$ cat config.mk
export PLATFORM = sky130hd
export DESIGN_NAME = core_top
export DESIGN_NICKNAME = d
export VERILOG_FILES = /design/src/source/core_cfg_pkg.sv /design/src/source/rv_isa_pkg.sv /design/src/source/decode_bus_if.sv /design/src/source/fetch_unit.sv /design/src/source/reg_file.sv /design/src/source/decode_unit.sv /design/src/source/execute_unit.sv /design/src/source/core_top.sv
export SDC_FILE = /design/constraint.sdc
export NUM_CORES = 2
export LEC_CHECK = 0
export BUFFER_PORTS_ARGS = -buffer_cell sky130_fd_sc_hd__buf_2
export CAP_MARGIN = 30
export CORE_MARGIN = 2
export CORE_UTILIZATION = 23
export CTS_CLUSTER_SIZE = 12
export DETAILED_ROUTE_END_ITERATION = 10
export MAX_ROUTING_LAYER = met4
export SLEW_MARGIN = 20
export SYNTH_ARGS = -nofsm -noshare
export SYNTH_HDL_FRONTEND = slang
export SYNTH_SLANG_ARGS = --single-unit
$ cat constraint.sdc
create_clock -name clk -period 12.6 [get_ports clk]
set_input_delay 2.52 -clock clk [delete_from_list [all_inputs] [get_ports clk]]
set_output_delay 2.52 -clock clk [all_outputs]
set_load 0.01 [all_outputs]
$ cat src/source/core_cfg_pkg.sv
// Core configuration package
// Datapath, program counter and memory widths with their vector types
`default_nettype none

package core_cfg_pkg;

    localparam int XLEN = 32;                      // Integer register width
    typedef logic [XLEN-1:0] xlen_t;

    typedef logic [XLEN-1:0] pc_t;                 // Byte address
    localparam pc_t PC_STEP = 32'd4;               // One word per instruction

    // 64-word instruction memory
    localparam int IMEM_ADDR_WIDTH = 6;
    typedef logic [IMEM_ADDR_WIDTH-1:0] imem_addr_t;

    localparam int REG_ADDR_WIDTH = 5;
    typedef logic [REG_ADDR_WIDTH-1:0] reg_addr_t;
    localparam int NUM_REGS = 32;                  // x0 to x31

endpackage

`default_nettype wire

$ cat src/source/rv_isa_pkg.sv
// RV32I encoding package
// Instruction type, kept opcodes, funct3/funct7 codes and the ALU operation enum
`default_nettype none

package rv_isa_pkg;

    localparam int ILEN = 32;
    typedef logic [ILEN-1:0] instr_t;

    // Register-register and register-immediate ALU groups
    localparam logic [6:0] OPC_OP     = 7'b0110011;
    localparam logic [6:0] OPC_OP_IMM = 7'b0010011;

    localparam logic [2:0] F3_ADD  = 3'b000;       // ADD, SUB, ADDI
    localparam logic [2:0] F3_SLL  = 3'b001;
    localparam logic [2:0] F3_SLT  = 3'b010;
    localparam logic [2:0] F3_SLTU = 3'b011;
    localparam logic [2:0] F3_XOR  = 3'b100;
    localparam logic [2:0] F3_SR   = 3'b101;       // SRL and SRA
    localparam logic [2:0] F3_OR   = 3'b110;
    localparam logic [2:0] F3_AND  = 3'b111;

    // Alternate encoding, bit 30 of the instruction
    localparam logic [6:0] F7_ALT  = 7'b0100000;

    typedef enum logic [3:0] {
        ALU_ADD  = 4'd0,
        ALU_SUB  = 4'd1,
        ALU_SLL  = 4'd2,
        ALU_SLT  = 4'd3,
        ALU_SLTU = 4'd4,
        ALU_XOR  = 4'd5,
        ALU_SRL  = 4'd6,
        ALU_SRA  = 4'd7,
        ALU_OR   = 4'd8,
        ALU_AND  = 4'd9
    } alu_op_e;

endpackage

`default_nettype wire

$ cat src/source/decode_bus_if.sv
// ID/EX pipeline bus
// Decoded control, operands and register addresses from decode to execute
`timescale 1ns/1ns
`default_nettype none

interface decode_bus_if;
    import core_cfg_pkg::*;
    import rv_isa_pkg::*;

    logic      reg_write;                          // Low marks a bubble
    alu_op_e   alu_op;
    logic      use_imm;                            // Operand B from imm
    xlen_t     rs1_data;
    xlen_t     rs2_data;
    xlen_t     imm;
    reg_addr_t rs1_addr;                           // Kept for forwarding
    reg_addr_t rs2_addr;
    reg_addr_t rd_addr;

    modport decode (output reg_write, alu_op, use_imm, rs1_data, rs2_data, imm,
                    rs1_addr, rs2_addr, rd_addr);
    modport execute (input reg_write, alu_op, use_imm, rs1_data, rs2_data, imm,
                     rs1_addr, rs2_addr, rd_addr);

endinterface

`default_nettype wire

$ cat src/source/fetch_unit.sv
// Instruction fetch stage
// Run enable, program counter, instruction memory with its load port,
// IF/ID register and the registered PC and instruction outputs
`timescale 1ns/1ns
`default_nettype none

module fetch_unit (
    input  logic                     clk,
    input  logic                     i_rst,
    input  logic                     i_en,
    input  logic                     i_imem_wen,
    input  core_cfg_pkg::imem_addr_t i_imem_waddr,
    input  rv_isa_pkg::instr_t       i_imem_data,
    output logic                     o_run,
    output rv_isa_pkg::instr_t       o_ifid_instr,
    output core_cfg_pkg::pc_t        o_pc,
    output rv_isa_pkg::instr_t       o_instr
);
    import core_cfg_pkg::*;
    import rv_isa_pkg::*;

    logic       imem_wen_q;
    imem_addr_t imem_waddr_q;
    instr_t     imem_data_q;
    pc_t        pc_q;
    instr_t     fetch_word;
    instr_t     imem [2**IMEM_ADDR_WIDTH];

    // Write port is registered once, the word lands on the following edge
    always_ff @(posedge clk) begin
        imem_waddr_q <= i_imem_waddr;
        imem_data_q  <= i_imem_data;
        if (imem_wen_q) begin
            imem[imem_waddr_q] <= imem_data_q;
        end
    end

    assign fetch_word = imem[pc_q[IMEM_ADDR_WIDTH+1:2]];   // Word address of the PC

    always_ff @(posedge clk) begin
        if (i_rst) begin
            o_run        <= 1'b0;
            imem_wen_q   <= 1'b0;
            pc_q         <= '0;
            o_ifid_instr <= '0;                    // Zero word decodes as a bubble
            o_pc         <= '0;
            o_instr      <= '0;
        end else begin
            o_run      <= i_en;
            imem_wen_q <= i_imem_wen;
            if (o_run) begin
                pc_q         <= pc_q + PC_STEP;
                o_ifid_instr <= fetch_word;
            end
            // Observation copies, one cycle behind the fetch
            o_pc    <= pc_q;
            o_instr <= fetch_word;
        end
    end

endmodule

`default_nettype wire

$ cat src/source/reg_file.sv
// Integer register file
// 32 entries with x0 tied to zero, write-to-read bypass on both ports,
// debug address select on port 1 and the registered debug output
`timescale 1ns/1ns
`default_nettype none

module reg_file (
    input  logic                    clk,
    input  logic                    i_rst,
    input  logic                    i_run,
    input  core_cfg_pkg::reg_addr_t i_rs1_addr,
    input  core_cfg_pkg::reg_addr_t i_rs2_addr,
    input  logic                    i_dbg_rd,
    input  core_cfg_pkg::reg_addr_t i_dbg_addr,
    input  logic                    i_wb_we,
    input  core_cfg_pkg::reg_addr_t i_wb_addr,
    input  core_cfg_pkg::xlen_t     i_wb_data,
    output core_cfg_pkg::xlen_t     o_rs1_data,
    output core_cfg_pkg::xlen_t     o_rs2_data,
    output core_cfg_pkg::xlen_t     o_dbg_data
);
    import core_cfg_pkg::*;

    xlen_t     regs [NUM_REGS];
    logic      wr_en;
    logic      dbg_rd_q;
    reg_addr_t dbg_addr_q;
    reg_addr_t port1_addr;

    assign wr_en      = i_run && i_wb_we && (i_wb_addr != '0);   // x0 never written
    assign port1_addr = dbg_rd_q ? dbg_addr_q : i_rs1_addr;

    always_ff @(posedge clk) begin
        if (i_rst) begin
            for (int i = 0; i < NUM_REGS; i++) begin
                regs[i] <= '0;
            end
        end else if (wr_en) begin
            regs[i_wb_addr] <= i_wb_data;
        end
    end

    // Same-cycle bypass so decode sees the value being written
    always_comb begin
        o_rs1_data = regs[port1_addr];
        o_rs2_data = regs[i_rs2_addr];
        if (wr_en && (port1_addr == i_wb_addr)) o_rs1_data = i_wb_data;
        if (wr_en && (i_rs2_addr == i_wb_addr)) o_rs2_data = i_wb_data;
    end

    always_ff @(posedge clk) begin
        dbg_addr_q <= i_dbg_addr;
    end

    always_ff @(posedge clk) begin
        if (i_rst) begin
            dbg_rd_q   <= 1'b0;
            o_dbg_data <= '0;
        end else begin
            dbg_rd_q   <= i_dbg_rd;
            o_dbg_data <= o_rs1_data;              // Valid two cycles after the request
        end
    end

endmodule

`default_nettype wire

$ cat src/source/decode_unit.sv
// Instruction decode stage
// Field split, I-type immediate, control and ALU operation decode,
// and the ID/EX register driven onto the decode bus
`timescale 1ns/1ns
`default_nettype none

module decode_unit (
    input  logic                    clk,
    input  logic                    i_rst,
    input  logic                    i_run,
    input  rv_isa_pkg::instr_t      i_ifid_instr,
    input  core_cfg_pkg::xlen_t     i_rs1_data,
    input  core_cfg_pkg::xlen_t     i_rs2_data,
    output core_cfg_pkg::reg_addr_t o_rs1_addr,
    output core_cfg_pkg::reg_addr_t o_rs2_addr,
    decode_bus_if.decode            o_id_ex
);
    import core_cfg_pkg::*;
    import rv_isa_pkg::*;

    logic [6:0] opcode;
    logic [2:0] funct3;
    logic [6:0] funct7;
    reg_addr_t  rd_addr;
    xlen_t      imm;
    logic       dec_we;
    logic       dec_use_imm;
    alu_op_e    dec_op;

    assign opcode     = i_ifid_instr[6:0];
    assign rd_addr    = i_ifid_instr[11:7];
    assign funct3     = i_ifid_instr[14:12];
    assign o_rs1_addr = i_ifid_instr[19:15];
    assign o_rs2_addr = i_ifid_instr[24:20];
    assign funct7     = i_ifid_instr[31:25];   // Also imm[11:5] on OP-IMM

    assign imm = {{(XLEN-12){i_ifid_instr[31]}}, i_ifid_instr[31:20]};

    always_comb begin
        dec_we      = 1'b0;                    // Anything unknown is a bubble
        dec_use_imm = 1'b0;
        if (opcode == OPC_OP) begin
            dec_we = 1'b1;
        end else if (opcode == OPC_OP_IMM) begin
            dec_we      = 1'b1;
            dec_use_imm = 1'b1;
        end

        case (funct3)
            F3_ADD:  dec_op = (opcode == OPC_OP && funct7 == F7_ALT) ? ALU_SUB : ALU_ADD;
            F3_SLL:  dec_op = ALU_SLL;
            F3_SLT:  dec_op = ALU_SLT;
            F3_SLTU: dec_op = ALU_SLTU;
            F3_XOR:  dec_op = ALU_XOR;
            F3_SR:   dec_op = (funct7 == F7_ALT) ? ALU_SRA : ALU_SRL;
            F3_OR:   dec_op = ALU_OR;
            default: dec_op = ALU_AND;
        endcase
    end

    // ID/EX register
    always_ff @(posedge clk) begin
        if (i_rst) begin
            o_id_ex.reg_write <= 1'b0;
            o_id_ex.use_imm   <= 1'b0;
            o_id_ex.alu_op    <= ALU_ADD;
        end else if (i_run) begin
            o_id_ex.reg_write <= dec_we;
            o_id_ex.use_imm   <= dec_use_imm;
            o_id_ex.alu_op    <= dec_op;
        end
    end

    always_ff @(posedge clk) begin
        if (i_run) begin
            o_id_ex.rs1_data <= i_rs1_data;
            o_id_ex.rs2_data <= i_rs2_data;
            o_id_ex.imm      <= imm;
            o_id_ex.rs1_addr <= o_rs1_addr;
            o_id_ex.rs2_addr <= o_rs2_addr;
            o_id_ex.rd_addr  <= rd_addr;
        end
    end

endmodule

`default_nettype wire

$ cat src/source/execute_unit.sv
// Execute stage
// Forwarding from EX/WB, operand B select, ALU control and ALU,
// and the EX/WB register that feeds write-back
`timescale 1ns/1ns
`default_nettype none

module execute_unit (
    input  logic                    clk,
    input  logic                    i_rst,
    input  logic                    i_run,
    decode_bus_if.execute           i_id_ex,
    output logic                    o_wb_we,
    output core_cfg_pkg::reg_addr_t o_wb_addr,
    output core_cfg_pkg::xlen_t     o_wb_data
);
    import core_cfg_pkg::*;
    import rv_isa_pkg::*;

    logic       fwd_a;
    logic       fwd_b;
    xlen_t      op_a;
    xlen_t      rs2_val;
    xlen_t      op_b;
    logic [4:0] shamt;
    xlen_t      alu_res;

    // Last result still sitting in EX/WB overrides the stale register read
    assign fwd_a = o_wb_we && (o_wb_addr != '0) && (o_wb_addr == i_id_ex.rs1_addr);
    assign fwd_b = o_wb_we && (o_wb_addr != '0) && (o_wb_addr == i_id_ex.rs2_addr);

    assign op_a    = fwd_a ? o_wb_data : i_id_ex.rs1_data;
    assign rs2_val = fwd_b ? o_wb_data : i_id_ex.rs2_data;
    assign op_b    = i_id_ex.use_imm ? i_id_ex.imm : rs2_val;
    assign shamt   = op_b[4:0];                // RV32I uses the low five bits

    // ALU control and datapath
    always_comb begin
        case (i_id_ex.alu_op)
            ALU_ADD:  alu_res = op_a + op_b;
            ALU_SUB:  alu_res = op_a - op_b;
            ALU_SLL:  alu_res = op_a << shamt;
            ALU_SLT:  alu_res = {{(XLEN-1){1'b0}}, $signed(op_a) < $signed(op_b)};
            ALU_SLTU: alu_res = {{(XLEN-1){1'b0}}, op_a < op_b};
            ALU_XOR:  alu_res = op_a ^ op_b;
            ALU_SRL:  alu_res = op_a >> shamt;
            ALU_SRA:  alu_res = xlen_t'($signed(op_a) >>> shamt);
            ALU_OR:   alu_res = op_a | op_b;
            ALU_AND:  alu_res = op_a & op_b;
            default:  alu_res = '0;            // Unused encodings
        endcase
    end

    // EX/WB register
    always_ff @(posedge clk) begin
        if (i_rst) begin
            o_wb_we <= 1'b0;
        end else if (i_run) begin
            o_wb_we <= i_id_ex.reg_write;
        end
    end

    always_ff @(posedge clk) begin
        if (i_run) begin
            o_wb_addr <= i_id_ex.rd_addr;
            o_wb_data <= alu_res;
        end
    end

endmodule

`default_nettype wire

$ cat src/source/core_top.sv
// Core top level
// Four-stage RV32I integer pipeline: fetch, decode, execute and write-back
`timescale 1ns/1ns
`default_nettype none

module core_top (
    input  logic                     clk,
    input  logic                     i_rst,
    input  logic                     i_en,
    input  logic                     i_imem_wen,
    input  core_cfg_pkg::imem_addr_t i_imem_waddr,
    input  rv_isa_pkg::instr_t       i_imem_data,
    input  logic                     i_dbg_rd,
    input  core_cfg_pkg::reg_addr_t  i_regfile_addr,
    output core_cfg_pkg::pc_t        o_pc,
    output rv_isa_pkg::instr_t       o_instr,
    output core_cfg_pkg::xlen_t      o_regfile_data
);
    import core_cfg_pkg::*;
    import rv_isa_pkg::*;

    logic      run;
    instr_t    ifid_instr;
    reg_addr_t rs1_addr;
    reg_addr_t rs2_addr;
    xlen_t     rs1_data;
    xlen_t     rs2_data;
    logic      wb_we;                          // Write-back from EX/WB
    reg_addr_t wb_addr;
    xlen_t     wb_data;

    decode_bus_if id_ex_bus ();

    fetch_unit u_fetch (
        .clk          (clk),
        .i_rst        (i_rst),
        .i_en         (i_en),
        .i_imem_wen   (i_imem_wen),
        .i_imem_waddr (i_imem_waddr),
        .i_imem_data  (i_imem_data),
        .o_run        (run),
        .o_ifid_instr (ifid_instr),
        .o_pc         (o_pc),
        .o_instr      (o_instr)
    );

    decode_unit u_decode (
        .clk          (clk),
        .i_rst        (i_rst),
        .i_run        (run),
        .i_ifid_instr (ifid_instr),
        .i_rs1_data   (rs1_data),
        .i_rs2_data   (rs2_data),
        .o_rs1_addr   (rs1_addr),
        .o_rs2_addr   (rs2_addr),
        .o_id_ex      (id_ex_bus.decode)
    );

    execute_unit u_execute (
        .clk       (clk),
        .i_rst     (i_rst),
        .i_run     (run),
        .i_id_ex   (id_ex_bus.execute),
        .o_wb_we   (wb_we),
        .o_wb_addr (wb_addr),
        .o_wb_data (wb_data)
    );

    reg_file u_reg_file (
        .clk        (clk),
        .i_rst      (i_rst),
        .i_run      (run),
        .i_rs1_addr (rs1_addr),
        .i_rs2_addr (rs2_addr),
        .i_dbg_rd   (i_dbg_rd),
        .i_dbg_addr (i_regfile_addr),
        .i_wb_we    (wb_we),
        .i_wb_addr  (wb_addr),
        .i_wb_data  (wb_data),
        .o_rs1_data (rs1_data),
        .o_rs2_data (rs2_data),
        .o_dbg_data (o_regfile_data)
    );

endmodule

`default_nettype wire

==> summary.txt <==
Critical path
  – Reg2Reg Launch Point: u_execute.o_wb_addr[2]
  – Worst r2r dst: u_execute.o_wb_data[28]
  – Worst path most repeated cell: or3_1
  – Crit path capture type: flip-flop
  – Crit path kind: flip-flop to flip-flop
  – Critical path's top delay family: compound AO/OA/AOI/OAI gates
  – Reg2reg path depth: 18
  – Worst-path maximum fanout: 32
  – CP Data Arrival Time: 7.94 ns
  – R2r setup slk: approximately 5.3 ns
  – CP cell instances: or3_1 > o311a_2 > nand2_2 > buf_4 > mux2i_1 > inv_1 > ha_1 > clkinv_1 > nor4_1 > nand3_1 > a2111oi_0 > o311ai_1 > o2111ai_1 > a21oi_1 > o21ai_0 > a31oi_1 > a2bb2oi_1 > or3_1
  – WP buf/inv: 3
  – Worst Setup Start Kind: flip-flop
  – Critical Path RT: around 13 ns
  – CP peak stage delay: 0.69 ns
  – Slowest-stage cell, CP: or3_1

Clock network
  – Clock Latency Late Sink: between 0.9 and 1 ns
  – Clock sinks: approximately 3400
  – CTS tree: built
  – CTS Root Cell: clkbuf_16
  – H-tree levels: 5
  – Clk buf depth: 4
  – Resized cells post-CTS: 0
  – Hold buffer count at cts: 0
  – TritonCTS Buffers: 345
  – Clk slew on worst S/H paths: 0.07 ns
  – Setup bufs post-CTS: 0

Power and ir drop
  – VDD IR-drop max: ~0.00011 V
  – Overall Power: between 20 and 30 mW
  – Static Leak: 56.2 nW
  – PwrDens: approximately 140 nW/um2

STA
  – Fmax: between 0.1 and 0.15 GHz
  – Final Hold Vio Count: 0
  – RSZ-0062 raised after global routing: no
  – Max_slew headroom: 0.0831
  – Setup violations, final: 0
  – Crit share post-route: 0.577
  – Worst-margin pin slew: approximately 1.4 ns
  – Setup TNS: 0 ns
  – Min Tclk post-route: 7.27 ns
  – Final Max Slew Viols: 0
  – Clock Skews: around 0.07 ns

Finish
  – Layout fillers: between 60000 and 70000
  – Number of non-filler instances in the completed layout: 18200
  – Cell area after layout: 177000 um2
  – Final core utilization: 0.266
  – Layout overhead on the synthesized area: 15.4%
  – Commonest non-fill, non-tap cells in the layout: 3195 x edfxtp_1, 1245 x mux4_2, 1000 x and2_1
  – Leading cell type in the layout, fill and taps excluded: edfxtp_1
  – Final net count: a little over 9000
  – Share of cells above drive strength 1: 0.262

Job
  – Max Cap Viol: 0

Die
  – Core area: between 600000 and 700000 um2
  – Die X-Extent: 820 um
  – Initial Utilization: 0.231
  – Die ar.: between 600000 and 700000 um2
  – Ports: 144
  – Chip height: around 820 um
  – FP Rows: between 200 and 300

Route
  – Number of vias per cell: ~4.8
  – Detailed Routing Iterations Pass 1: 6
  – Avg WL per Cell: about 27 um
  – DR DRC count: 0
  – Via count: 87200
  – Drt total wl: between 400000 and 500000 um
  – Final ANT Viol Nets: 0
  – Detailed Route Iter0 Violations: 11800

Logic synthesis
  – Leading area contributor after synthesis: edfxtp_1
  – Syn Inst Count: between 8000 and 9000
  – Average size of a mapped cell: approximately 17 um2
  – Yosys Warn Count: 0
  – Top FF cell, synth: edfxtp_1
  – Yosys top cell area share: 0.627
  – Synth area leaders: edfxtp_1 63%, mux4_2 18%, and2_1 4.1%
  – FF+latch count, synth: between 3000 and 4000
  – EDFF count, synth: around 3200
  – Async S/R FF share, synth: 0
  – Synthesized area: 153000 um2
  – Yosys cell types: 95
  – Seq/Total Area, Yosys: 0.656

Worst hold path
  – Hold_sp: u_fetch.o_ifid_instr[9]
  – Min-delay worst type: flip-flop to flip-flop
  – Hold Path Sink: u_decode.o_id_ex.rd_addr[2]
  – Hold path cells: 0

Placed design
  – GPL Wtd Cong: a little over 0.9
  – Hpwl dp: 292000 um
  – Inst Count DP: between 15000 and 20000
  – Placed Area: approximately 170000 um2
  – Port Buffers: roughly 140

Global routing
  – GRT Util Overall: 0.144
  – Total grt overflow: 0
  – Vias in the first global route: between 80000 and 90000
  – Initial antenna violation count: 30
  – Largest net degree at the start of global routing: 130
  – Global-route wire length before repair: 680000 um

Run status
  – Status: finished, final reports clean
[layer usage]
| layer | GRT usage | wire (um) |
|---|---|---|
| met4 | 0.0422 | 16700 |
| met2 | 0.223 | 227000 |
| met1 | 0.192 | 200000 |
| met3 | 0.0297 | 45200 |
| met5 | - | 0 |
[worst reg2reg max path, stage by stage, from the launching register on]
cell       delay, ns
edfxtp_1        0.59
or3_1           0.69
o311a_2         0.50
nand2_2         0.07
buf_4           0.45
mux2i_1         0.57
inv_1           0.16
ha_1            0.44
clkinv_1        0.29
nor4_1          0.68
nand3_1         0.21
a2111oi_0       0.62
o311ai_1        0.20
o2111ai_1       0.37
a21oi_1         0.17
o21ai_0         0.36
a31oi_1         0.14
a2bb2oi_1       0.17
or3_1           0.34
[power by group]
part,internal (mW),switching (mW),total (mW)
logic,0.949,1.63,2.58
registers,12.6,0.183,12.8
clock network,5.33,4.42,9.74
[per-stage QoR]
stage | setup slack, ns | hold slack (ns)
2_1_floorplan | 7.16 | 0.400
3_3_place_gp | 5.57 | 0.421
3_5_place_dp | 5.46 | 0.422
4_1_cts | 5.48 | 0.430
5_1_grt | 4.89 | 0.446
6_report | 5.33 | 0.414
[synthesized netlist by cell type, types with 39 or more instances]
| master | number |
|---|---|
| edfxtp_1 | 3195 |
| mux4_2 | 1245 |
| and2_1 | 1000 |
| clkbuf_1 | 506 |
| nand2_1 | 433 |
| nor2_1 | 373 |
| a21oi_1 | 230 |
| dfxtp_1 | 220 |
| mux2i_1 | 213 |
| buf_1 | 149 |
| o21ai_0 | 130 |
| nand3_1 | 119 |
| inv_1 | 107 |
| ha_1 | 99 |
| nor2b_1 | 98 |
| mux2_2 | 59 |
| a31oi_1 | 52 |
| and3_1 | 51 |
| nor3_1 | 39 |
[final cells by class]
cell class | count | area, um2 | share of cell area
Clock inverter | 73 | 767 | 0.00434
Inverter | 112 | 425 | 0.00241
Tap cell | 8879 | 11100 | 0.0629
Timing Repair Buffer | 486 | 3870 | 0.0219
Multi-Input combinational cell | 4707 | 50400 | 0.286
Sequential cell | 3415 | 100000 | 0.569
Clock buffer | 488 | 9440 | 0.0535
Antenna cell | 20 | 50.0 | 0.000284
[registers in the layout (all words and copies together), names as in the netlist, 4 cells and up, named ones only]
| signal | flops |
|---|---|
| u_fetch.imem | 2048 |
| u_reg_file.regs | 1024 |
| u_decode.o_id_ex.rs1_data | 32 |
| u_decode.o_id_ex.rs2_data | 32 |
| u_execute.o_wb_data | 32 |
| u_fetch.imem_data_q | 32 |
| u_fetch.o_ifid_instr | 32 |
| u_fetch.o_instr | 32 |
| u_reg_file.o_dbg_data | 32 |
| u_fetch.o_pc | 30 |
| u_fetch.pc_q | 30 |
| u_decode.o_id_ex.imm | 8 |
| u_fetch.imem_waddr_q | 6 |
| u_decode.o_id_ex.rd_addr | 5 |
| u_decode.o_id_ex.rs1_addr | 5 |
| u_execute.o_wb_addr | 5 |
| u_reg_file.dbg_addr_q | 5 |
| u_decode.o_id_ex.alu_op | 4 |
| u_decode.o_id_ex.rs2_addr | 4 |
[cell families (layout without fill, tap and decap cells)]
| kind of cell | Yosys count | count (layout) | synth area share |
|---|---|---|---|
| and+or+nand+nor | 2252 | 2252 | 0.0781 |
| adders and majority gates | 101 | 101 | 0.00836 |
| muxes | 1519 | 1519 | 0.202 |
| DFF | 3415 | 3415 | 0.656 |
| other | 1 | 54 | 0.0000245 |
| buffers and inverters | 809 | 1159 | 0.0207 |
| AOI/OAI and AO/OA | 754 | 754 | 0.0325 |
| xor gates and xnor gates | 47 | 47 | 0.00269 |
[how the worst max path moves through the flow]
stage | depth (start not counted) | end | startpoint
final | 18 | u_execute.o_wb_data[28] | u_execute.o_wb_addr[2]
after global routing | 18 | u_execute.o_wb_data[28] | u_execute.o_wb_addr[2]
after detailed placement | 18 | u_execute.o_wb_data[28] | u_execute.o_wb_addr[2]
after global placement | 18 | u_execute.o_wb_data[27] | u_execute.o_wb_addr[2]
after floorplan | 21 | u_execute.o_wb_data[28] | u_execute.o_wb_addr[2]
after CTS | 18 | u_execute.o_wb_data[28] | u_execute.o_wb_addr[2]
Power figures use the tool's default switching activity.
